### src/hdl/fe_mem_geom_pkg.sv
`default_nettype none

package fe_mem_geom_pkg;

   ////////////////////////////////////////////////////////////////////////////
   // Address and data widths
   ////////////////////////////////////////////////////////////////////////////

   typedef logic [31:0] vaddr_t;
   typedef logic [31:0] paddr_t;
   typedef logic [19:0] vtag_t;      // Virtual page number.
   typedef logic [19:0] ptag_t;      // Physical page number.
   typedef logic [31:0] instr_t;
   typedef logic [1:0]  priv_t;

   localparam int page_offset_width = 12;

   ////////////////////////////////////////////////////////////////////////////
   // Cache and TLB geometry
   ////////////////////////////////////////////////////////////////////////////

   typedef logic [5:0]  line_idx_t;  // 64 lines.
   typedef logic [21:0] line_tag_t;
   typedef logic [1:0]  word_sel_t;

   localparam int itlb_entries = 4;
   localparam int line_words   = 4;
   localparam int word_sel_lsb = 2;
   localparam int line_idx_lsb = 4;
   localparam int line_tag_lsb = 10;

   ////////////////////////////////////////////////////////////////////////////
   // Memory map and privilege
   ////////////////////////////////////////////////////////////////////////////

   localparam ptag_t dram_base_ptag = 20'h00100;  // Below is local memory.
   localparam int    uncached_bit   = 31;         // Set means I/O space.

   localparam priv_t priv_u = 2'b00;
   localparam priv_t priv_s = 2'b01;

endpackage

`default_nettype wire
### src/hdl/fe_mem_if_pkg.sv
`default_nettype none

package fe_mem_if_pkg;

   typedef enum logic [1:0] {
      op_fetch,
      op_fill,
      op_fence
   } fe_op_e;

   typedef struct packed {
      fe_mem_geom_pkg::ptag_t ptag;
      logic                   u;     // User page.
      logic                   x;     // Executable.
   } tlb_entry_t;

   typedef struct packed {
      fe_op_e                  op;
      fe_mem_geom_pkg::vaddr_t vaddr;
      tlb_entry_t              fill;
   } fe_cmd_t;

   typedef struct packed {
      fe_mem_geom_pkg::instr_t data;
      logic                    access_fault;
      logic                    page_fault;
      logic                    itlb_miss;
      logic                    icache_miss;
   } fe_resp_t;

   // Wishbone classic master side, read only.
   typedef struct packed {
      logic                    cyc;
      logic                    stb;
      fe_mem_geom_pkg::paddr_t adr;
   } wb_req_t;

   typedef struct packed {
      logic                    ack;
      fe_mem_geom_pkg::instr_t dat;
   } wb_rsp_t;

   typedef struct packed {
      logic                       v;
      fe_mem_geom_pkg::line_idx_t idx;
      fe_mem_geom_pkg::word_sel_t sel;
      fe_mem_geom_pkg::instr_t    word;
      logic                       last;
   } line_fill_t;

   typedef enum logic [2:0] {
      st_idle,
      st_lookup,
      st_refill,
      st_io_read,
      st_respond
   } ctrl_state_e;

endpackage

`default_nettype wire

### src/hdl/fe_mem_ctrl.sv
`timescale 1ns/100ps
`default_nettype none

module fe_mem_ctrl (
   input  logic                       clk_i,
   input  logic                       reset_i,
   input  fe_mem_if_pkg::fe_cmd_t     cmd_i,
   input  logic                       cmd_v_i,
   output logic                       cmd_yumi_o,
   input  logic                       translation_en_i,
   output fe_mem_if_pkg::fe_resp_t    resp_o,
   output logic                       resp_v_o,
   input  logic                       resp_ready_i,
   output fe_mem_if_pkg::wb_req_t     wb_o,
   input  fe_mem_if_pkg::wb_rsp_t     wb_i,
   output fe_mem_geom_pkg::vaddr_t    lookup_vaddr_o,
   output logic                       lookup_v_o,
   output logic                       tlb_fill_o,
   output logic                       tlb_fence_o,
   output fe_mem_if_pkg::tlb_entry_t  fill_entry_o,
   input  logic                       tlb_hit_i,
   input  fe_mem_geom_pkg::ptag_t     ptag_i,
   input  logic                       uncached_i,
   input  logic                       access_fault_i,
   input  logic                       page_fault_i,
   input  logic                       cache_hit_i,
   input  fe_mem_geom_pkg::instr_t    cache_word_i,
   output fe_mem_if_pkg::line_fill_t  line_fill_o
);

   fe_mem_if_pkg::ctrl_state_e state_r;
   fe_mem_geom_pkg::vaddr_t    vaddr_r;
   fe_mem_if_pkg::fe_resp_t    resp_r;
   fe_mem_geom_pkg::paddr_t    wb_adr_r;
   logic                       wb_cyc_r;
   logic                       wb_stb_r;

   logic itlb_miss, fault, go_io, go_refill, hit_path;
   logic beat_done, last_beat, want_word;

   assign cmd_yumi_o   = cmd_v_i & (state_r == fe_mem_if_pkg::st_idle);
   assign tlb_fill_o   = cmd_yumi_o & (cmd_i.op == fe_mem_if_pkg::op_fill);
   assign tlb_fence_o  = cmd_yumi_o & (cmd_i.op == fe_mem_if_pkg::op_fence);
   assign fill_entry_o = cmd_i.fill;

   assign lookup_vaddr_o = vaddr_r;
   assign lookup_v_o     = (state_r == fe_mem_if_pkg::st_lookup);
   assign resp_o         = resp_r;
   assign resp_v_o       = (state_r == fe_mem_if_pkg::st_respond);

   // ITLB miss hides any fault.
   assign itlb_miss = translation_en_i & ~tlb_hit_i;
   assign fault     = ~itlb_miss & (access_fault_i | page_fault_i);
   assign go_io     = ~itlb_miss & ~fault & uncached_i;
   assign go_refill = ~itlb_miss & ~fault & ~uncached_i & ~cache_hit_i;
   assign hit_path  = ~itlb_miss & ~fault & ~uncached_i & cache_hit_i;

   ////////////////////////////////////////////////////////////////////////////
   // Wishbone beats
   ////////////////////////////////////////////////////////////////////////////

   assign wb_o      = '{cyc: wb_cyc_r, stb: wb_stb_r, adr: wb_adr_r};
   assign beat_done = wb_stb_r & wb_i.ack;
   assign last_beat = (wb_adr_r[fe_mem_geom_pkg::word_sel_lsb +: 2]
                       == fe_mem_geom_pkg::word_sel_t'(fe_mem_geom_pkg::line_words - 1));
   assign want_word = (wb_adr_r[fe_mem_geom_pkg::word_sel_lsb +: 2]
                       == vaddr_r[fe_mem_geom_pkg::word_sel_lsb +: 2]);

   assign line_fill_o = '{v:    beat_done & (state_r == fe_mem_if_pkg::st_refill),
                          idx:  wb_adr_r[fe_mem_geom_pkg::line_idx_lsb +: 6],
                          sel:  wb_adr_r[fe_mem_geom_pkg::word_sel_lsb +: 2],
                          word: wb_i.dat,
                          last: last_beat};

   always_ff @(posedge clk_i) begin
      if (reset_i) begin
         state_r  <= fe_mem_if_pkg::st_idle;
         wb_cyc_r <= 1'b0;
         wb_stb_r <= 1'b0;
      end else begin
         case (state_r)
            fe_mem_if_pkg::st_idle: begin
               if (cmd_yumi_o && cmd_i.op == fe_mem_if_pkg::op_fetch) begin
                  state_r <= fe_mem_if_pkg::st_lookup;
               end
            end
            fe_mem_if_pkg::st_lookup: begin
               wb_cyc_r <= go_io | go_refill;
               wb_stb_r <= go_io | go_refill;
               if (go_io) begin
                  state_r <= fe_mem_if_pkg::st_io_read;
               end else if (go_refill) begin
                  state_r <= fe_mem_if_pkg::st_refill;
               end else begin
                  state_r <= fe_mem_if_pkg::st_respond;
               end
            end
            fe_mem_if_pkg::st_refill: begin
               if (beat_done) begin
                  wb_stb_r <= 1'b0;  // One idle cycle between beats.
                  if (last_beat) begin
                     wb_cyc_r <= 1'b0;
                     state_r  <= fe_mem_if_pkg::st_respond;
                  end
               end else if (!wb_stb_r) begin
                  wb_stb_r <= 1'b1;
               end
            end
            fe_mem_if_pkg::st_io_read: begin
               if (beat_done) begin
                  wb_cyc_r <= 1'b0;
                  wb_stb_r <= 1'b0;
                  state_r  <= fe_mem_if_pkg::st_respond;
               end
            end
            fe_mem_if_pkg::st_respond: begin
               if (resp_ready_i) begin
                  state_r <= fe_mem_if_pkg::st_idle;
               end
            end
            default: state_r <= fe_mem_if_pkg::st_idle;
         endcase
      end
   end

   ////////////////////////////////////////////////////////////////////////////
   // Fetch address and response payload
   ////////////////////////////////////////////////////////////////////////////

   always_ff @(posedge clk_i) begin
      if (cmd_yumi_o) begin
         vaddr_r <= cmd_i.vaddr;
      end
      if (state_r == fe_mem_if_pkg::st_lookup) begin
         resp_r.data         <= hit_path ? cache_word_i : '0;
         resp_r.itlb_miss    <= itlb_miss;
         resp_r.access_fault <= ~itlb_miss & access_fault_i;
         resp_r.page_fault   <= ~itlb_miss & page_fault_i;
         resp_r.icache_miss  <= go_io | go_refill;
         wb_adr_r <= uncached_i ? {ptag_i, vaddr_r[11:2], 2'b00}    // Single word.
                                : {ptag_i, vaddr_r[11:4], 4'b0000}; // Line start.
      end
      if (beat_done && state_r == fe_mem_if_pkg::st_refill) begin
         if (want_word) begin
            resp_r.data <= wb_i.dat;
         end
         wb_adr_r <= wb_adr_r + 32'd4;
      end
      if (beat_done && state_r == fe_mem_if_pkg::st_io_read) begin
         resp_r.data <= wb_i.dat;
      end
   end

   a_stb_needs_cyc: assert property (@(posedge clk_i) disable iff (reset_i)
      wb_o.stb |-> wb_o.cyc);

   a_resp_stable: assert property (@(posedge clk_i) disable iff (reset_i)
      resp_v_o && !resp_ready_i |=> resp_v_o && $stable(resp_o));

endmodule

`default_nettype wire

### config.mk
export PLATFORM = sky130hd
export DESIGN_NAME = fe_mem_ctrl
export DESIGN_NICKNAME = d
export VERILOG_FILES = /design/src/hdl/fe_mem_geom_pkg.sv /design/src/hdl/fe_mem_if_pkg.sv /design/src/hdl/fe_mem_ctrl.sv
export SDC_FILE = /design/constraint.sdc
export NUM_CORES = 1
export LEC_CHECK = 0
export BUFFER_PORTS_ARGS = -buffer_cell sky130_fd_sc_hd__buf_4
export CAP_MARGIN = 30
export CORE_AREA = 3 3 124 126
export DETAILED_ROUTE_END_ITERATION = 7
export DIE_AREA = 0 0 127 129
export PLACE_DENSITY = 0.81
export SKIP_CTS_REPAIR_TIMING = 1
export SYNTH_ARGS = -nofsm -noshare
export SYNTH_HDL_FRONTEND = slang
export SYNTH_SLANG_ARGS = --single-unit
### constraint.sdc
create_clock -name clk_i -period 3.02 [get_ports clk_i]
set_clock_uncertainty 0.2 [all_clocks]
set_input_delay 0.151 -clock clk_i [delete_from_list [all_inputs] [get_ports clk_i]]
set_output_delay 0.151 -clock clk_i [all_outputs]
set_load 0.01 [all_outputs]
== After elaboration in Yosys (flattened, before gate mapping) ==
Cells that the tools add are included.

* Register bits after elaboration: 105
* Output and inout port bits: 171
* Logic and storage cells: 77
* Input port bits: 151

* Reduce and logical (&&, ||, !) cells: 10
* Bitwise logic cells: 21
* Muxes and demuxes: 22
* Eq/ne operators: 13
* Add/sub/neg operators: 1

{| class="wikitable"
|+ Operator list
! kind !! number
|-
| $mux W32 || 6
|-
| $mux W36 || 1
|-
| $add A32 B3 Y32 const B || 1
|-
| $mux W3 || 7
|-
| $pmux W3 S5 || 1
|-
| $and A1 B1 Y1 || 14
|-
| $eq A3 B2 Y1 const B || 2
|-
| $ne A2 B2 Y1 const B || 3
|-
| $pmux W1 S3 || 2
|-
| $not A1 Y1 || 5
|-
| $reduce_and A5 Y1 || 1
|-
| $eq A2 B2 Y1 const B || 2
|-
| $mux W1 || 4
|-
| $mux W4 || 1
|-
| $ne A2 B1 Y1 const B || 2
|-
| $reduce_and A4 Y1 || 1
|-
| $eq A3 B1 Y1 const B || 1
|-
| $eq A3 B3 Y1 const B || 1
|-
| $logic_and A1 B1 Y1 || 3
|-
| $logic_not A3 Y1 || 1
|-
| $reduce_bool A3 Y1 || 1
|-
| $eq A2 B1 Y1 const B || 1
|-
| $eq A2 B2 Y1 || 1
|-
| $logic_not A2 Y1 || 1
|-
| 3 further kinds || 4
|}

== Logic depth before layout (Yosys ltp) ==
* Word-level depth: 13
* Gate-level depth with buffers: 7
* Depth with buffers taken out: 5

== Least setup slack after synthesis ==
OpenSTA, ideal clock, no wires.

* Path type: reg-to-reg
* From: reg state_r[0]
* To: reg wb_adr_r[10] (enable)
* Setup slack: 522 ps
* Cell stages (with the launch flop): 6
* Arrival time: 1833 ps
* Path through: dfxtp_1 > clkbuf_1 > or2_2 > clkbuf_1 > buf_1 > nand2_1

* Word-level cells in the longest chain between the ends: 3
* Elaborated cells between the ends (all ways): 4

{| class="wikitable"
|+ RTL lines
! item !! line !! text
|-
| from (decl) || fe_mem_ctrl.sv:31 || <nowiki>fe_mem_if_pkg::ctrl_state_e state_r;</nowiki>
|-
| from (signal assigned) || fe_mem_ctrl.sv:77 || <nowiki>state_r <= fe_mem_if_pkg::st_idle;</nowiki>
|-
| from (signal assigned) || fe_mem_ctrl.sv:84 || <nowiki>state_r <= fe_mem_if_pkg::st_lookup;</nowiki>
|-
| from (signal assigned) || fe_mem_ctrl.sv:91 || <nowiki>state_r <= fe_mem_if_pkg::st_io_read;</nowiki>
|-
| $eq A3 B2 Y1 || fe_mem_ctrl.sv:143 || <nowiki>if (beat_done && state_r == fe_mem_if_pkg::st_refill) begin</nowiki>
|-
| $logic_and A1 B1 Y1 || fe_mem_ctrl.sv:143 ||
|-
| $reduce_bool A2 Y1 (no source line) * || n/a ||
|-
| to (signal assigned) || fe_mem_ctrl.sv:140 || <nowiki>wb_adr_r <= uncached_i ? {ptag_i, vaddr_r[11:2], 2'b00}</nowiki>
|-
| to (signal assigned) || fe_mem_ctrl.sv:147 || <nowiki>wb_adr_r <= wb_adr_r + 32'd4;</nowiki>
|-
| to (decl) || fe_mem_ctrl.sv:34 || <nowiki>fe_mem_geom_pkg::paddr_t wb_adr_r;</nowiki>
|}

Mark *: on every way between the ends. The rest lies on a longest branch, timed or not.
A chain may end at the register's enable or synchronous reset.

== Worst setup path in the final report ==
* From: reg state_r[0]
* To: reg resp_r (netlist bit resp_o[16])

* Word-level cells in the longest chain between the ends: 5
* Elaborated cells between the ends (all ways): 9

{| class="wikitable"
|+ RTL lines
! item !! line !! text
|-
| $eq A3 B1 Y1 || fe_mem_ctrl.sv:134 || <nowiki>if (state_r == fe_mem_if_pkg::st_lookup) begin</nowiki>
|-
| $mux W36 || fe_mem_ctrl.sv:134 ||
|-
| $mux W32 || fe_mem_ctrl.sv:144 || <nowiki>if (want_word) begin</nowiki>
|-
| $mux W32 || fe_mem_ctrl.sv:143 ||
|-
| $mux W32 * || fe_mem_ctrl.sv:149 || <nowiki>if (beat_done && state_r == fe_mem_if_pkg::st_io_read) begin</nowiki>
|-
| to (decl) || fe_mem_ctrl.sv:33 || <nowiki>fe_mem_if_pkg::fe_resp_t resp_r;</nowiki>
|}

Marked as above.

==> flow_summary.json <==
{
  "status": "finished, violations left",
  "failed_checks": "negative hold slack",
  "synth_warnings": 0,
  "min_period_ns": 2.97,
  "clock-sinks": 103,
  "endpoint_kind": "flip-flop",
  "power_density_nw_per_um2": 518,
  "grt_max_degree": 38,
  "ys_async_sr_fraction_pct": 0,
  "seqPwrFrac_pct": 43.8,
  "p_clk_share_pct": 28.1,
  "yosysUniqueCellTypes": 46,
  "cts_tree": "built",
  "leakage_nw": 3.70,
  "whs_path_depth": 4,
  "die-area_um2": 16400,
  "min_from": "wb_i[32]",
  "min_to": "wb_stb_r$_SDFFE_PP0P_",
  "cp_cell_sequence": "or3b_1 > nor4b_4 > buf_4 > a22o_1 > mux2_2 > dlygate4sd3_1",
  "synth_area_leader_cell": "edfxtp_1",
  "dr.pass1.iters": 5,
  "power_frac_comb_pct": 28.1,
  "final_cells": 972,
  "fillCellCount": 1153,
  "route.detailed.drc": 0,
  "cap_violations": 0,
  "finalCritPeriodShare_pct": 98.4,
  "critPathLaunchType": "flip-flop",
  "switching_share_pct": 29.8,
  "dp_hpwl_um": 12400,
  "r2r-start": "state_r[0]$_SDFFE_PP0P_",
  "reg2reg_slack_ns": 0.05,
  "wl_um": 19200,
  "drive_above_1_share_pct": 43.6,
  "htreeDepth": 3,
  "clk_pin_slew_ns": 0.08,
  "power.total_mw": 4.35,
  "avgSynthCellArea_um2": 11.2,
  "final_antenna_net_count": 0,
  "fin_nets": 934,
  "vias_per_cell": 5.01,
  "grt_pass1_wl_um": 23200,
  "timing.slew.headroom_pct": 62.0,
  "design.core.area_um2": 14400,
  "portBuffers": 275,
  "drt-initial-drc-count": 268,
  "synth_area_um2": 5160,
  "syn_inst": 459,
  "internal-power_mw": 3.05,
  "grt_antenna_before_repair": 2,
  "setup_ws_ns": 0.0480,
  "crit_buf_inv": 2,
  "worstPathArrival_ns": 3.07,
  "start_util_pct": 35.8,
  "worst_slew_pin_slew_ns": 0.569,
  "clock.fmax_ghz": 0.336,
  "synth_common_cells": "67 x buf_4, 66 x edfxtp_1, 37 x dfxtp_1",
  "min_path_type": "input pin to flip-flop",
  "pin_count": 322,
  "cts_root_buffer": "clkbuf_16",
  "fin_tns_setup_ns": 0,
  "layout.area.seq_um2": 2720,
  "pre_cts_ws_ns": 0.622,
  "setup_viol": 0,
  "p_sw_mw": 1.30,
  "synth.yosys.seq_area_share_pct": 52.7,
  "hold_viol": 6,
  "whs_ns": -0.0426,
  "synth_edf_count": 66,
  "rows": 44,
  "slew_viol_final": 0,
  "grt_use_total_pct": 18.3,
  "numCtsBuffers": 9,
  "grt-ovfl-total": 0,
  "vdd_drop_max_mv": 0.289,
  "critPathRequiredTime_ns": 3.12,
  "reg2regPathDepth": 6,
  "wl_per_cell_um": 19.8,
  "yosys_register_bits": 103,
  "synthFlopType": "edfxtp_1",
  "gp_congestion": 0.813,
  "dr_total_vias": 4866,
  "synth_top_area_share_pct": 38.4,
  "r2r-end": "resp_o[16]$_DFF_P_",
  "slowest_stage": "dlygate4sd3_1",
  "grt_pass1_vias": 4237,
  "clk_path_buf_depth": 2,
  "critPathMaxStageDelay_ns": 0.57,
  "chipHeight_um": 129,
  "insertion_delay_ns": 0.35,
  "die_w_um": 127,
  "place_inst": 839,
  "crit_path_max_fanout": 32,
  "ys_top_cells_by_area": "edfxtp_1 38%, dfxtp_1 14%, buf_4 9.7%, mux2_2 7.0%, a22o_1 5.6%",
  "cp_top_family": "buffers and inverters",
  "crit_type": "flip-flop to flip-flop",
  "area_growth_syn_to_layout_pct": 62.7,
  "multi_input_area_um2": 1820,
  "synth.most_common_cell": "buf_4"
}
## tightest hold or removal path: stages
cell and delay (ns):
buf_4 0.10, nand3_1 0.07, o21ai_0 0.08, a211oi_1 0.07
## cell families (layout without fill, tap and decap cells)
logic type      after synthesis  after routing  share of synthesized area (%)
simple gates                119            119                           12.9
flops                       103            103                           52.7
buf+inv                      98            425                           12.4
compound gates               92             92                           12.5
mux                          32             32                           6.98
xor+xnor                     13             13                           2.21
fa+ha+maj                     1              1                          0.242
other cells                   1              3                         0.0726
## layer usage
layer | wire (µm) | up-vias | global-route usage, %
li1 | - | 2288 | -
met1 | 6780 | 2285 | 20.5
met2 | 9900 | 236 | 31.5
met3 | 1800 | 55 | 7.39
met4 | 736 | 2 | 7.07
met5 | 20 | - | 0
## flip-flops by register name (all words and copies together), names as in the netlist
signal	count
wb_stb_r	1
wb_adr_r	30
lookup_vaddr_o	32
resp_o	36
wb_cyc_r	1
state_r	3
## layout make-up
class                           count  area share [%]
Antenna cell                        1          0.0298
Multi-Input combinational cell    259            21.6
Sequential cell                   103            32.4
Clock inverter                      7           0.953
Inverter                           10           0.447
Timing Repair Buffer              399            39.1
Clock buffer                        9            2.68
Tap cell                          184            2.74
## placed cells by master (no fill, tap or decap), types with 4 or more instances in the layout
master         synthesis  routed
buf_4                 67     283
dlygate4sd3_1          0     116
edfxtp_1              66      66
dfxtp_1               37      37
a22o_1                33      33
mux2_2                32      32
nand2_1               27      27
o21ai_0               22      22
nor2_1                20      19
nand3_1               18      18
a31oi_1               16      16
or4_1                 11      11
inv_1                  9       9
xnor2_1                9       9
clkbuf_16              0       9
o31ai_1                8       8
a21oi_1                7       7
or3_1                  6       6
nand2b_1               5       5
nand4_1                5       5
and4_1                 4       4
xor2_1                 4       4
## power groups by stage
stage / registers (mW) / logic (mW) / clock network [mW]
final: 1.90 / 1.22 / 1.22
after global routing: 1.93 / 1.30 / 1.30
after detailed placement: 1.93 / 1.05 / 0
after floorplan: 1.98 / 0.450 / 0
after global placement: 1.92 / 1.04 / 0
after CTS: 1.89 / 1.05 / 1.23
## how the worst max path moves through the flow
stage | startpoint | endpoint | slack, ns | cells after the start
5_1_grt | state_r[0]$_SDFFE_PP0P_ | resp_o[16]$_DFF_P_ | -0.03 | 6
4_1_cts | state_r[1]$_SDFFE_PP0P_ | line_fill_o[41] | 0.34 | 4
3_3_place_gp | state_r[1]$_SDFFE_PP0P_ | wb_adr_r[3]$_DFFE_PP_ | 0.70 | 4
3_5_place_dp | state_r[1]$_SDFFE_PP0P_ | wb_adr_r[26]$_DFFE_PP_ | 0.62 | 4
2_1_floorplan | state_r[0]$_SDFFE_PP0P_ | wb_adr_r[10]$_DFFE_PP_ | 0.52 | 5
6_report | state_r[0]$_SDFFE_PP0P_ | resp_o[16]$_DFF_P_ | 0.05 | 6
## through the flow
step           util (%)  area, µm²
2_1_floorplan         -       5170
3_3_place_gp       48.0       6930
3_5_place_dp       48.0       6930
4_1_cts            50.2       7240
5_1_grt            58.2       8400
6_report           58.2       8400
No activity file was read; power rests on OpenSTA's default activity.
