==> config.mk <==
export PLATFORM = sky130hd
export DESIGN_NAME = fe_fault_check
export DESIGN_NICKNAME = d
export VERILOG_FILES = /design/src/hdl/fe_mem_geom_pkg.sv /design/src/hdl/fe_mem_if_pkg.sv /design/src/hdl/fe_fault_check.sv
export SDC_FILE = /design/constraint.sdc
export NUM_CORES = 1
export LEC_CHECK = 0
export ABC_AREA = 1
export BUFFER_PORTS_ARGS = -buffer_cell sky130_fd_sc_hd__buf_2
export CORE_MARGIN = 5
export CORE_UTILIZATION = 28
export DETAILED_ROUTE_END_ITERATION = 8
export PLACE_DENSITY = 0.8
export SYNTH_ARGS = -nofsm -noshare
export SYNTH_HDL_FRONTEND = slang
export SYNTH_SLANG_ARGS = --single-unit
==> constraint.sdc <==
create_clock -name vclk -period 0.9
set_clock_uncertainty 0.1 [all_clocks]
set_input_delay 0.135 -clock vclk [all_inputs]
set_output_delay 0.135 -clock vclk [all_outputs]
set_load 0.005 [all_outputs]
==> src/hdl/fe_mem_geom_pkg.sv <==
`default_nettype none

package fe_mem_geom_pkg;

   ////////////////////////////////////////////////////////////////////////////
   // Address and data widths
   ////////////////////////////////////////////////////////////////////////////

   typedef logic [31:0] vaddr_t;
   typedef logic [31:0] paddr_t;
   typedef logic [19:0] vtag_t;      // Virtual page number.
   typedef logic [19:0] ptag_t;      // Physical page number.
   typedef logic [31:0] instr_t;
   typedef logic [1:0]  priv_t;

   localparam int page_offset_width = 12;

   ////////////////////////////////////////////////////////////////////////////
   // Cache and TLB geometry
   ////////////////////////////////////////////////////////////////////////////

   typedef logic [5:0]  line_idx_t;  // 64 lines.
   typedef logic [21:0] line_tag_t;
   typedef logic [1:0]  word_sel_t;

   localparam int itlb_entries = 4;
   localparam int line_words   = 4;
   localparam int word_sel_lsb = 2;
   localparam int line_idx_lsb = 4;
   localparam int line_tag_lsb = 10;

   ////////////////////////////////////////////////////////////////////////////
   // Memory map and privilege
   ////////////////////////////////////////////////////////////////////////////

   localparam ptag_t dram_base_ptag = 20'h00100;  // Below is local memory.
   localparam int    uncached_bit   = 31;         // Set means I/O space.

   localparam priv_t priv_u = 2'b00;
   localparam priv_t priv_s = 2'b01;

endpackage

`default_nettype wire
==> src/hdl/fe_mem_if_pkg.sv <==
`default_nettype none

package fe_mem_if_pkg;

   typedef enum logic [1:0] {
      op_fetch,
      op_fill,
      op_fence
   } fe_op_e;

   typedef struct packed {
      fe_mem_geom_pkg::ptag_t ptag;
      logic                   u;     // User page.
      logic                   x;     // Executable.
   } tlb_entry_t;

   typedef struct packed {
      fe_op_e                  op;
      fe_mem_geom_pkg::vaddr_t vaddr;
      tlb_entry_t              fill;
   } fe_cmd_t;

   typedef struct packed {
      fe_mem_geom_pkg::instr_t data;
      logic                    access_fault;
      logic                    page_fault;
      logic                    itlb_miss;
      logic                    icache_miss;
   } fe_resp_t;

   // Wishbone classic master side, read only.
   typedef struct packed {
      logic                    cyc;
      logic                    stb;
      fe_mem_geom_pkg::paddr_t adr;
   } wb_req_t;

   typedef struct packed {
      logic                    ack;
      fe_mem_geom_pkg::instr_t dat;
   } wb_rsp_t;

   typedef struct packed {
      logic                       v;
      fe_mem_geom_pkg::line_idx_t idx;
      fe_mem_geom_pkg::word_sel_t sel;
      fe_mem_geom_pkg::instr_t    word;
      logic                       last;
   } line_fill_t;

   typedef enum logic [2:0] {
      st_idle,
      st_lookup,
      st_refill,
      st_io_read,
      st_respond
   } ctrl_state_e;

endpackage

`default_nettype wire

==> src/hdl/fe_fault_check.sv <==
`timescale 1ns/100ps
`default_nettype none

module fe_fault_check (
   input  fe_mem_if_pkg::tlb_entry_t entry_i,
   input  fe_mem_geom_pkg::vtag_t    vtag_i,
   input  logic                      translation_en_i,
   input  fe_mem_geom_pkg::priv_t    priv_i,
   input  logic                      uncached_mode_i,
   output fe_mem_geom_pkg::ptag_t    ptag_o,
   output logic                      uncached_o,
   output logic                      access_fault_o,
   output logic                      page_fault_o
);

   localparam int io_bit = fe_mem_geom_pkg::uncached_bit
                         - fe_mem_geom_pkg::page_offset_width;

   logic priv_fault;
   logic exec_fault;

   assign ptag_o     = translation_en_i ? entry_i.ptag : vtag_i;
   assign uncached_o = ptag_o[io_bit];

   // Local tile memory is never fetched from.
   assign access_fault_o = (ptag_o < fe_mem_geom_pkg::dram_base_ptag)
                         | (uncached_mode_i & ~uncached_o);

   assign priv_fault = ((priv_i == fe_mem_geom_pkg::priv_s) & entry_i.u)
                     | ((priv_i == fe_mem_geom_pkg::priv_u) & ~entry_i.u);
   assign exec_fault = ~entry_i.x;

   // ITLB hit qualification is left to the controller.
   assign page_fault_o = translation_en_i & (priv_fault | exec_fault);

endmodule

`default_nettype wire

==> Yosys cells after proc, flatten, opt, wreduce, memory -nomap -nowiden <==
Cells that the tools add are included.
{ "totals": {"ff_bits": 0, "in_bits": 46, "word_cells": 14} }
{ "op_classes": {"n_lt_le_gt_ge": 1, "n_eq_ne": 1, "muxes": 1, "bitwise": 10, "reduce_logical": 1} }
{ "ops": {"columns": ["operator", "n"], "rows": [
  ["$lt 20x9->1 const B", 1],
  ["$mux 20", 1],
  ["$and 1x1->1", 4],
  ["$not 1->1", 3],
  ["$or 1x1->1", 3],
  ["$eq 2x1->1 const B", 1],
  ["$logic_not 2->1", 1]
]} }

==> Depth between registers and ports, before layout <==
Gate-level depths: netlist of the first run.
{ "logic_depth": {"depth_word": 5, "ltp_mapped": 8, "mapped_depth_nobuf": 7} }

==> Worst setup path before layout of the first run <==
Ideal clock, no wire load.
{ "synth_timing": {"path_kind": "input-to-output", "startpoint": "input translation_en_i", "endpoint": "output access_fault_o", "arrival_ns": 0.721, "path_slack_ns": -0.056, "stages": 8, "n_path_buf": 1, "path_cell_list": "inv_2 -> buf_6 -> nand2_2 -> nand2_1 -> nand2_1 -> nor2_1 -> nand3_1 -> nand2_1"} }
{ "synth_between": {"elab_chain_cells": 4} }
{ "synth_rtl": {"columns": ["item", "line", "rtl"], "rows": [
  ["start: declaration", "fe_fault_check.sv:7", "input logic translation_en_i,"],
  ["$mux 20 *", "fe_fault_check.sv:22", "assign ptag_o = translation_en_i ? entry_i.ptag : vtag_i;"],
  ["parallel branches: the longest is 2 deep, another holds $lt 20x9->1", null, null],
  ["$or 1x1->1 *", "fe_fault_check.sv:27", "| (uncached_mode_i & ~uncached_o);"],
  ["end: declaration", "fe_fault_check.sv:12", "output logic access_fault_o,"]
]} }
Mark *: on every way between the ends.

==> Worst setup path after layout of the first run <==
Same ends and word-level chain as after synthesis.

==> results by group, run 1 <==
Yosys
  – Synth top area share: 0.425
  – Unique cell type count in the Yosys netlist: 11
  – Post-synthesis compound-gate area fraction: 0.0387
  – Sequential fraction of the synthesis area: 0
  – Post-Synth Simple-Gate Area: 0.588
  – Post-synthesis mux area share: 0
  – Synth warn: 0
  – Post-Synth XOR/XNOR Area: 0.0180
  – Mapped Nets: ~160
  – Gate count of the mapped netlist: between 100 and 150
  – Top post-synthesis cells by area: nand2_1 (43%), inv_1 (26%), nand2_2 (13%)
  – Post-Synth Adder-Cell Area: 0
  – Main combinational cell family by area after synthesis: simple AND/OR/NAND/NOR gates
  – Synthesized area: 485 um2
  – Avg Inst Size Synth: 4.30 um2
  – Yosys top cell by area: nand2_1

GRT
  – Gr ovfl total: 0
  – Initial antenna violation count: 0
  – First-pass GRT wire length: 3030 um
  – Largest net degree at the start of global routing: 9
  – Vias in the first global route: a little under 800
  – Total track usage: 0.140

Die
  – Die ar.: between 2000 and 3000 um2
  – Row count: 15
  – Initial Utilization: 0.287
  – Core footprint: roughly 1700 um2
  – Die Wd: between 50 and 60 um
  – Ports: 69
  – Chip height: roughly 52 um

STA
  – Final worst slack: -0.279 ns
  – Tcrit/Tclk final: 1.31
  – Unrepaired setup endpoints after global routing: yes
  – Hold Fails Final Rpt: 0
  – Fin crit period: around 1.2 ns
  – Setup violations, final: 23
  – Peak Freq: roughly 850 MHz
  – Relative slew margins: 0.822
  – Worst Max-Slew Pin Slew: 0.265 ns
  – Max-slew violations: 0

Worst setup path
  – Critical path type: in -> out
  – Worst path required time: around 0.66 ns
  – CP Capture Type: output pin
  – Crit start category: input pin
  – Critical Path AT: 0.94 ns
  – Cell Chain, Critical Path: buf_8, buf_12, inv_8, nand2_1, nand2_2, nand2_2, nor2_1, nand3_1, nand2_1, buf_2
  – Delay of the slowest critical-path stage: 0.13 ns
  – CP max FO: 5
  – Slowest stage cell, crit path: buf_12

Layout
  – Clock buffer cells: 0
  – Layout cells sized above 1: 0.585
  – Diode count: 0
  – Area grow syn2layout: 119%
  – Design Area, Final: 1060 um2
  – Register Area: 0 um2
  – Non-filler cells, final: 212
  – Fillers: roughly 170
  – Seq Cell Count: 0
  – # nets final: 243

Placed design
  – Global placer's final weighted congestion: ~0.74
  – PortBufs: 69
  – DP Area: roughly 940 um2
  – Post-Place Cells: ~210
  – Detail Placement HPWL: 1510 um

Detailed routing
  – Routed len/inst: about 8.9 um
  – TritonRoute pass-1 iters: 4
  – DRC violations left: 0
  – Drt initial violations: 5
  – WL final: 1890 um
  – Via count: 849
  – Vias per inst: ~4.0
  – Post-DRT Antenna Nets: 0

Hold path
  – WHS Endpoint: ptag_o[3]
  – Worst hold path type: in -> out
  – Hold Path Origin: vtag_i[3]
  – Min-Delay Path Depth: 4

Pwr
  – Power Dens Cells: roughly 470 nW/um2
  – Leakage: about 0.00077 uW
  – Worst VDD drop: 0.000230 V

Outcome
  – Status: complete, but fails checks
  – Failing checks: negative setup slack

Flow run
  – Max cap viols: 0

Clock network
  – Hold_buf cts: 0
[synth_stat cells]
cell type / instances
xor2_1: 1
buf_4: 2
nand2_1: 55
buf_6: 2
nor2_1: 3
nand3_1: 1
inv_2: 3
o21ai_2: 1
inv_1: 33
nand2_2: 10
o21ai_0: 2
[cell type report]
type / count / area (um2) / share of cell area
Inverter: 36 / 148 / 0.139
Tap cell: 17 / 21.3 / 0.0200
Multi-Input combinational cell: 73 / 360 / 0.339
Timing Repair inverter: 1 / 11.3 / 0.0106
Timing Repair Buffer: 85 / 523 / 0.492
[routing by layer]
metal | up-vias | global-route usage | part of all wire
met5 | - | 0 | 0
met4 | 0 | 0 | 0
met3 | 0 | 0.0258 | 0.11
met2 | 36 | 0.282 | 0.51
met1 | 342 | 0.158 | 0.38
li1 | 471 | - | -
[repair_timing]
item / 4_1_cts / 5_1_grt
cloned: 1 / 0
setup buffers: 5 / 0
setup endpoints to repair: 23 / 23
resized for setup: 22 / 7
pin swaps: 13 / 5
[cell usage in the layout, fill, tap and decap left out]
cell / n
nand2_2: 23
inv_2: 2
o21ai_4: 1
buf_2: 66
nand2_4: 1
nor2_1: 3
inv_8: 1
inv_1: 33
nand2_1: 41
buf_8: 1
buf_6: 8
inv_12: 1
xor2_1: 1
buf_4: 9
nand3_1: 1
o21ai_1: 2
buf_12: 1
[power breakdown]
group          internal [uW]  switching, uW  leakage, uW
sequential                 0              0            0
combinational            279            223     0.000768
clock                      0              0            0
[through the flow]
step | worst slack, ns | util | hold slack (ns) | setup TNS [ns] | total power (uW)
6_report | -0.279 | 0.630 | 0.423 | -2.40 | 502
5_1_grt | -0.340 | 0.630 | 0.439 | -3.54 | 562
4_1_cts | -0.266 | 0.614 | 0.426 | -2.64 | 488
3_5_place_dp | -0.326 | 0.555 | 0.425 | -3.46 | 429
3_3_place_gp | -0.324 | 0.555 | 0.422 | -3.34 | 428
2_1_floorplan | 0.00261 | - | 0.261 | 0 | 188
[worst max path at each step]
stage / cells after the start / to / slack, ns / startpoint
2_1_floorplan: 8 / access_fault_o / 0.003 / translation_en_i
3_3_place_gp: 9 / access_fault_o / -0.32 / translation_en_i
3_5_place_dp: 9 / access_fault_o / -0.33 / translation_en_i
4_1_cts: 10 / access_fault_o / -0.27 / translation_en_i
5_1_grt: 10 / access_fault_o / -0.34 / translation_en_i
6_report: 10 / access_fault_o / -0.28 / translation_en_i
[worst max-delay path: cells and delay by family]
kind,cells,cell delay (ns)
simple gates,6,0.39
buf+inv,4,0.40
[logic make-up after synthesis]
group / count (synthesis)
AOI/OAI and AO/OA: 3
xor gates and xnor gates: 1
buffers and inverters: 40
and+or+nand+nor: 69
Power figures use the tool's default switching activity.
==> inputs of run 2 (changes only) <==
--- a/config.mk
+++ b/config.mk
@@ -10,6 +10,7 @@
 export CORE_MARGIN = 5
 export CORE_UTILIZATION = 28
 export DETAILED_ROUTE_END_ITERATION = 8
+export GPL_TIMING_DRIVEN = 0
 export PLACE_DENSITY = 0.8
 export SYNTH_ARGS = -nofsm -noshare
 export SYNTH_HDL_FRONTEND = slang
==> results by group, run 2 (same netlist as run 1, synthesis figures left out) <==
Pwr
  – Power Dens Cells: 465 nW/um2 (was 472 nW/um2)
  – Worst VDD drop: 0.000252 V (was 0.000230 V)
  – Leakage: 0.000750 uW (was 0.000768 uW)

Die
  – Die Wd: 51.6 um (unchanged)
  – Initial Utilization: 0.287 (unchanged)
  – Ports: 69 (unchanged)
  – Chip height: 51.6 um (unchanged)
  – Die ar.: 2670 um2 (unchanged)
  – Row count: 15 (unchanged)
  – Core footprint: 1690 um2 (unchanged)

Worst setup path
  – Worst path required time: 0.66 ns (about the same)
  – Crit path capture: access_fault_o (unchanged)
  – Critical path type: in -> out (unchanged)
  – Crit start category: input pin (unchanged)
  – CP bufs+invs: 3 (was 4)
  – Critical Path AT: 0.93 ns (was 0.94 ns)
  – Top delay family on crit path: buffers and inverters (unchanged)
  – CP max FO: 8 (was 5)
  – Stages on worst setup path: 8 (was 10)
  – Most common cell type on the critical path: buf_16
  – Cell Chain, Critical Path: buf_16, buf_16, o21ai_4, nand2_2, nor2_1, nand3_1, nand2_1, buf_2 (was buf_8, buf_12, inv_8, nand2_1, nand2_2, nand2_2, nor2_1, nand3_1, nand2_1, buf_2)
  – Delay of the slowest critical-path stage: 0.15 ns (was 0.13 ns)
  – CP Launch Point: translation_en_i (unchanged)
  – Slowest stage cell, crit path: o21ai_4 (was buf_12)
  – CP Capture Type: output pin (unchanged)

Outcome
  – Status: complete, but fails checks (unchanged)
  – Failing checks: negative setup slack (unchanged)

Layout
  – Design Area, Final: 1060 um2 (about the same)
  – Most frequent cells in the layout: buf_2 (63), nand2_1 (45), inv_1 (30), nand2_2 (18) (was buf_2 (66), nand2_1 (41), inv_1 (33), nand2_2 (23), buf_4 (9))
  – Seq Cell Count: 0 (unchanged)
  – # nets final: 236 (was 243)
  – Diode count: 0 (unchanged)
  – Area grow syn2layout: 118% (was 119%)
  – Leading cell type in the layout, fill and taps excluded: buf_2 (unchanged)
  – Clock buffer cells: 0 (unchanged)
  – Register Area: 0 um2 (unchanged)
  – Layout cells sized above 1: 0.580 (was 0.585)
  – Fillers: 179 (was 169)
  – Non-filler cells, final: 205 (was 212)
  – Final core occ: 0.625 (was 0.630)

GRT
  – Total track usage: 0.126 (was 0.140)
  – Gr ovfl total: 0 (unchanged)
  – Largest net degree at the start of global routing: 11 (was 9)
  – Vias in the first global route: 673 (was 780)
  – First-pass GRT wire length: 2790 um (was 3030 um)
  – Initial antenna violation count: 0 (unchanged)

STA
  – Hold Fails Final Rpt: 0 (unchanged)
  – Setup violations, final: 17 (was 23)
  – Worst Max-Slew Pin Slew: 0.178 ns (was 0.265 ns)
  – Relative slew margins: 0.882 (was 0.822)
  – Max-slew violations: 0 (unchanged)
  – Peak Freq: 860 MHz (was 848 MHz)
  – Unrepaired setup endpoints after global routing: yes (unchanged)
  – Final worst slack: -0.263 ns (was -0.279 ns)
  – Fin crit period: 1.16 ns (was 1.18 ns)
  – Tcrit/Tclk final: 1.29 (was 1.31)

Detailed routing
  – Via count: 820 (was 849)
  – TritonRoute pass-1 iters: 2 (was 4)
  – Routed len/inst: 8.54 um (was 8.93 um)
  – WL final: 1750 um (was 1890 um)
  – Post-DRT Antenna Nets: 0 (unchanged)
  – DRC violations left: 0 (unchanged)
  – Drt initial violations: 8 (was 5)
  – Vias per inst: 4.00 (about the same)

Placed design
  – PortBufs: 69 (unchanged)
  – Placement-stage worst setup slack: -0.435 ns (was -0.326 ns)
  – Global placer's final weighted congestion: 0.658 (was 0.743)
  – Post-Place Cells: 199 (was 208)
  – DP Area: 865 um2 (was 937 um2)
  – Detail Placement HPWL: 1420 um (was 1510 um)

Hold path
  – Worst hold path type: in -> out (unchanged)

Clock network
  – Hold_buf cts: 0 (unchanged)

Flow run
  – Max cap viols: 0 (unchanged)
run 2: repair_timing:
item,CTS,global route
pin swaps,8,17
resized for setup,15,20
endpoints found under the setup margin,23,22
buffers inserted,2,2
gates cloned,2,0
run 2: worst min-delay path by stage:
stage | start | to | slack [ns] | cells past startpoint
6_report | vtag_i[3] | ptag_o[3] | 0.43 | 4
5_1_grt | vtag_i[6] | ptag_o[6] | 0.43 | 4
4_1_cts | vtag_i[6] | ptag_o[6] | 0.43 | 4
3_5_place_dp | vtag_i[6] | ptag_o[6] | 0.43 | 4
3_3_place_gp | vtag_i[2] | ptag_o[2] | 0.42 | 4
2_1_floorplan | uncached_mode_i | access_fault_o | 0.26 | 2
run 2: layer usage:
metal / track usage / vias to the layer above / wire, um
met5: 0 / - / 0
met4: 0 / 0 / 0
met3: 0.0372 / 0 / 221
met2: 0.229 / 34 / 882
met1: 0.155 / 329 / 647
li1: - / 457 / -
run 2: tightest hold or removal path, cell delays in order:
cell,delay (ns)
buf_2,0.07
nand2_1,0.04
nand2_1,0.04
buf_2,0.10
run 2: layout make-up:
class,instances,area [um2],share of cell area
Buffer,4,52.6,0.0498
Inverter,36,148,0.140
Multi-Input combinational cell,73,369,0.350
Tap cell,17,21.3,0.0201
Timing Repair Buffer,74,457,0.432
Timing Repair inverter,1,8.76,0.00829
run 2: metrics by stage:
stage / setup TNS, ns / power, uW / hold slack, ns
final: -1.70 / 491 / 0.426
after global routing: -2.57 / 551 / 0.435
after CTS: -1.52 / 443 / 0.430
after detailed placement: -3.67 / 384 / 0.428
after global placement: -3.73 / 380 / 0.423
after floorplan: 0 / 188 / 0.261
run 2: power by group:
part | total (uW) | switching, uW | leakage [uW] | internal [uW]
Sequential | 0 | 0 | 0 | 0
Combinational | 491 | 218 | 0.000750 | 273
Clock | 0 | 0 | 0 | 0
Total | 491 | 218 | 0.000750 | 273
==> inputs of run 3 (changes only) <==
--- a/config.mk
+++ b/config.mk
@@ -8,10 +8,11 @@
 export ABC_AREA = 1
 export BUFFER_PORTS_ARGS = -buffer_cell sky130_fd_sc_hd__buf_2
 export CORE_MARGIN = 5
-export CORE_UTILIZATION = 28
+export CORE_UTILIZATION = 29
 export DETAILED_ROUTE_END_ITERATION = 8
 export GPL_TIMING_DRIVEN = 0
-export PLACE_DENSITY = 0.8
+export MAX_ROUTING_LAYER = met4
+export PLACE_DENSITY = 0.82
 export SYNTH_ARGS = -nofsm -noshare
 export SYNTH_HDL_FRONTEND = slang
 export SYNTH_SLANG_ARGS = --single-unit
==> results by group, run 3 (same netlist as run 1, synthesis figures left out) <==
Die
  – Ports: 69 (unchanged)
  – Die ar.: 2590 um2 (was 2670 um2)
  – Core footprint: 1540 um2 (was 1690 um2)
  – Die Wd: 50.9 um (was 51.6 um)
  – Row count: 14 (was 15)
  – Chip height: 50.9 um (was 51.6 um)
  – Initial Utilization: 0.315 (was 0.287)

GRT
  – GRT Max-Usage Layer: met2 (unchanged)
  – GR Layer Usage met2: 0.279 (was 0.229)
  – Gr ovfl total: 0 (unchanged)
  – First-pass GRT wire length: 2890 um (was 2790 um)
  – Initial antenna violation count: 0 (unchanged)
  – GRT met3 Usage: 0.00581 (was 0.0372)
  – Vias in the first global route: 727 (was 673)
  – Largest net degree at the start of global routing: 11 (unchanged)
  – Met1 GRT Util: 0.153 (was 0.155)
  – Total track usage: 0.137 (was 0.126)

Placed design
  – Post-Place Cells: 198 (was 199)
  – PortBufs: 69 (unchanged)
  – Global placer's final weighted congestion: 0.808 (was 0.658)
  – Detail Placement HPWL: 1670 um (was 1420 um)
  – Placement-stage worst setup slack: -0.471 ns (was -0.435 ns)

Flow run
  – Max cap viols: 0 (unchanged)

STA
  – Relative slew margins: 0.883 (was 0.882)
  – Setup violations, final: 18 (was 17)
  – Unrepaired setup endpoints after global routing: yes (unchanged)
  – TNS Setup: -2.00 ns (was -1.70 ns)
  – Worst Max-Slew Pin Slew: 0.175 ns (was 0.178 ns)
  – Hold Fails Final Rpt: 0 (unchanged)
  – Max-slew violations: 0 (unchanged)
  – Tcrit/Tclk final: 1.33 (was 1.29)
  – Fin crit period: 1.20 ns (was 1.16 ns)
  – Peak Freq: 835 MHz (was 860 MHz)
  – Final worst slack: -0.298 ns (was -0.263 ns)

Layout
  – Diode count: 0 (unchanged)
  – Clock buffer cells: 0 (unchanged)
  – Area grow syn2layout: 117% (was 118%)
  – Leading cell type in the layout, fill and taps excluded: buf_2 (unchanged)
  – Non-filler cells, final: 205 (unchanged)
  – # nets final: 237 (was 236)
  – Seq Cell Count: 0 (unchanged)
  – Layout cells sized above 1: 0.614 (was 0.580)
  – Most frequent cells in the layout: buf_2 (66), nand2_1 (36), inv_1 (33), nand2_2 (29), buf_4 (5) (was buf_2 (63), nand2_1 (45), inv_1 (30), nand2_2 (18))
  – Register Area: 0 um2 (unchanged)

Worst setup path
  – Crit start category: input pin (unchanged)
  – Worst path required time: 0.66 ns (about the same)
  – CP Capture Type: output pin (unchanged)
  – Critical path type: in -> out (unchanged)
  – CP max FO: 8 (unchanged)
  – Critical Path AT: 0.96 ns (was 0.93 ns)

Outcome
  – Failing checks: negative setup slack (unchanged)
  – Status: complete, but fails checks (unchanged)

Detailed routing
  – DRC violations left: 0 (unchanged)
  – Vias per inst: 4.13 (was 4.00)
  – TritonRoute pass-1 iters: 3 (was 2)
  – Post-DRT Antenna Nets: 0 (unchanged)
  – Routed len/inst: 10.1 um (was 8.54 um)
  – Drt initial violations: 5 (was 8)
  – WL final: 2080 um (was 1750 um)
  – Via count: 847 (was 820)

Pwr
  – Power Dens Cells: 469 nW/um2 (was 465 nW/um2)
  – Leakage: 0.000746 uW (was 0.000750 uW)
  – Worst VDD drop: 0.000265 V (was 0.000252 V)

Clock network
  – Hold_buf cts: 0 (unchanged)

Hold path
  – Worst hold path type: in -> out (unchanged)
==> run 3: cell count changes in the layout (fill, tap and decap cells not counted), moves of 3 or more <==
cell | before | now
nand2_2 | 18 | 29
nand2_1 | 45 | 36
buf_2 | 63 | 66
inv_1 | 30 | 33
inv_2 | 5 | 2
==> run 3: routing by layer <==
| layer | vias up | share of wire | wire length [um] |
|---|---|---|---|
| met2 | 23 | 0.59 | 1220 |
| li1 | 458 | - | - |
| met5 | - | 0 | 0 |
| met4 | 0 | 0 | 0 |
| met1 | 366 | 0.36 | 743 |
| met3 | 0 | 0.054 | 112 |
==> run 3: cell type report <==
| class | count | area (um2) |
|---|---|---|
| well taps | 16 | 20.0 |
| repair buffers | 75 | 449 |
| multi-input cells | 73 | 377 |
| inverters | 36 | 148 |
| plain buffers | 4 | 52.6 |
| repair inverters | 1 | 8.76 |
| fillers | 170 | 487 |
==> run 3: final timing paths <==
| kind | start | depth (start not counted) | end | slack [ns] |
|---|---|---|---|---|
| worst max-delay path | translation_en_i | 10 | access_fault_o | -0.30 |
| worst min-delay path | entry_i[9] | 4 | ptag_o[7] | 0.43 |
==> run 3: power breakdown <==
| part | total (uW) | switching [uW] | leakage [uW] | internal, uW |
|---|---|---|---|---|
| Combinational | 495 | 229 | 0.000746 | 266 |
| Sequential | 0 | 0 | 0 | 0 |
| Clock | 0 | 0 | 0 | 0 |
==> run 3: what timing repair did <==
| action | in CTS | in global routing |
|---|---|---|
| pin swaps | 7 | 18 |
| endpoints found under the setup margin | 23 | 22 |
| gates cloned | 1 | 1 |
| setup buffers | 2 | 3 |
| gates resized for setup | 14 | 23 |
==> run 3: per-stage QoR <==
step	power [uW]	hold WS [ns]	util	instance area, um2
floorplan	188	0.261	-	498
global placement	378	0.423	0.560	863
detailed placement	392	0.428	0.560	863
CTS	442	0.429	0.619	953
global route	547	0.445	0.684	1050
finish	495	0.433	0.684	1050
==> run 3: critical path, cell delays in order <==
cell and delay [ns]:
buf_16 0.14, inv_12 0.06, buf_8 0.10, nand2_2 0.05
nand2_2 0.08, nand2_2 0.05, nor2_2 0.10, nand3_1 0.07
nand2_1 0.07, buf_2 0.10
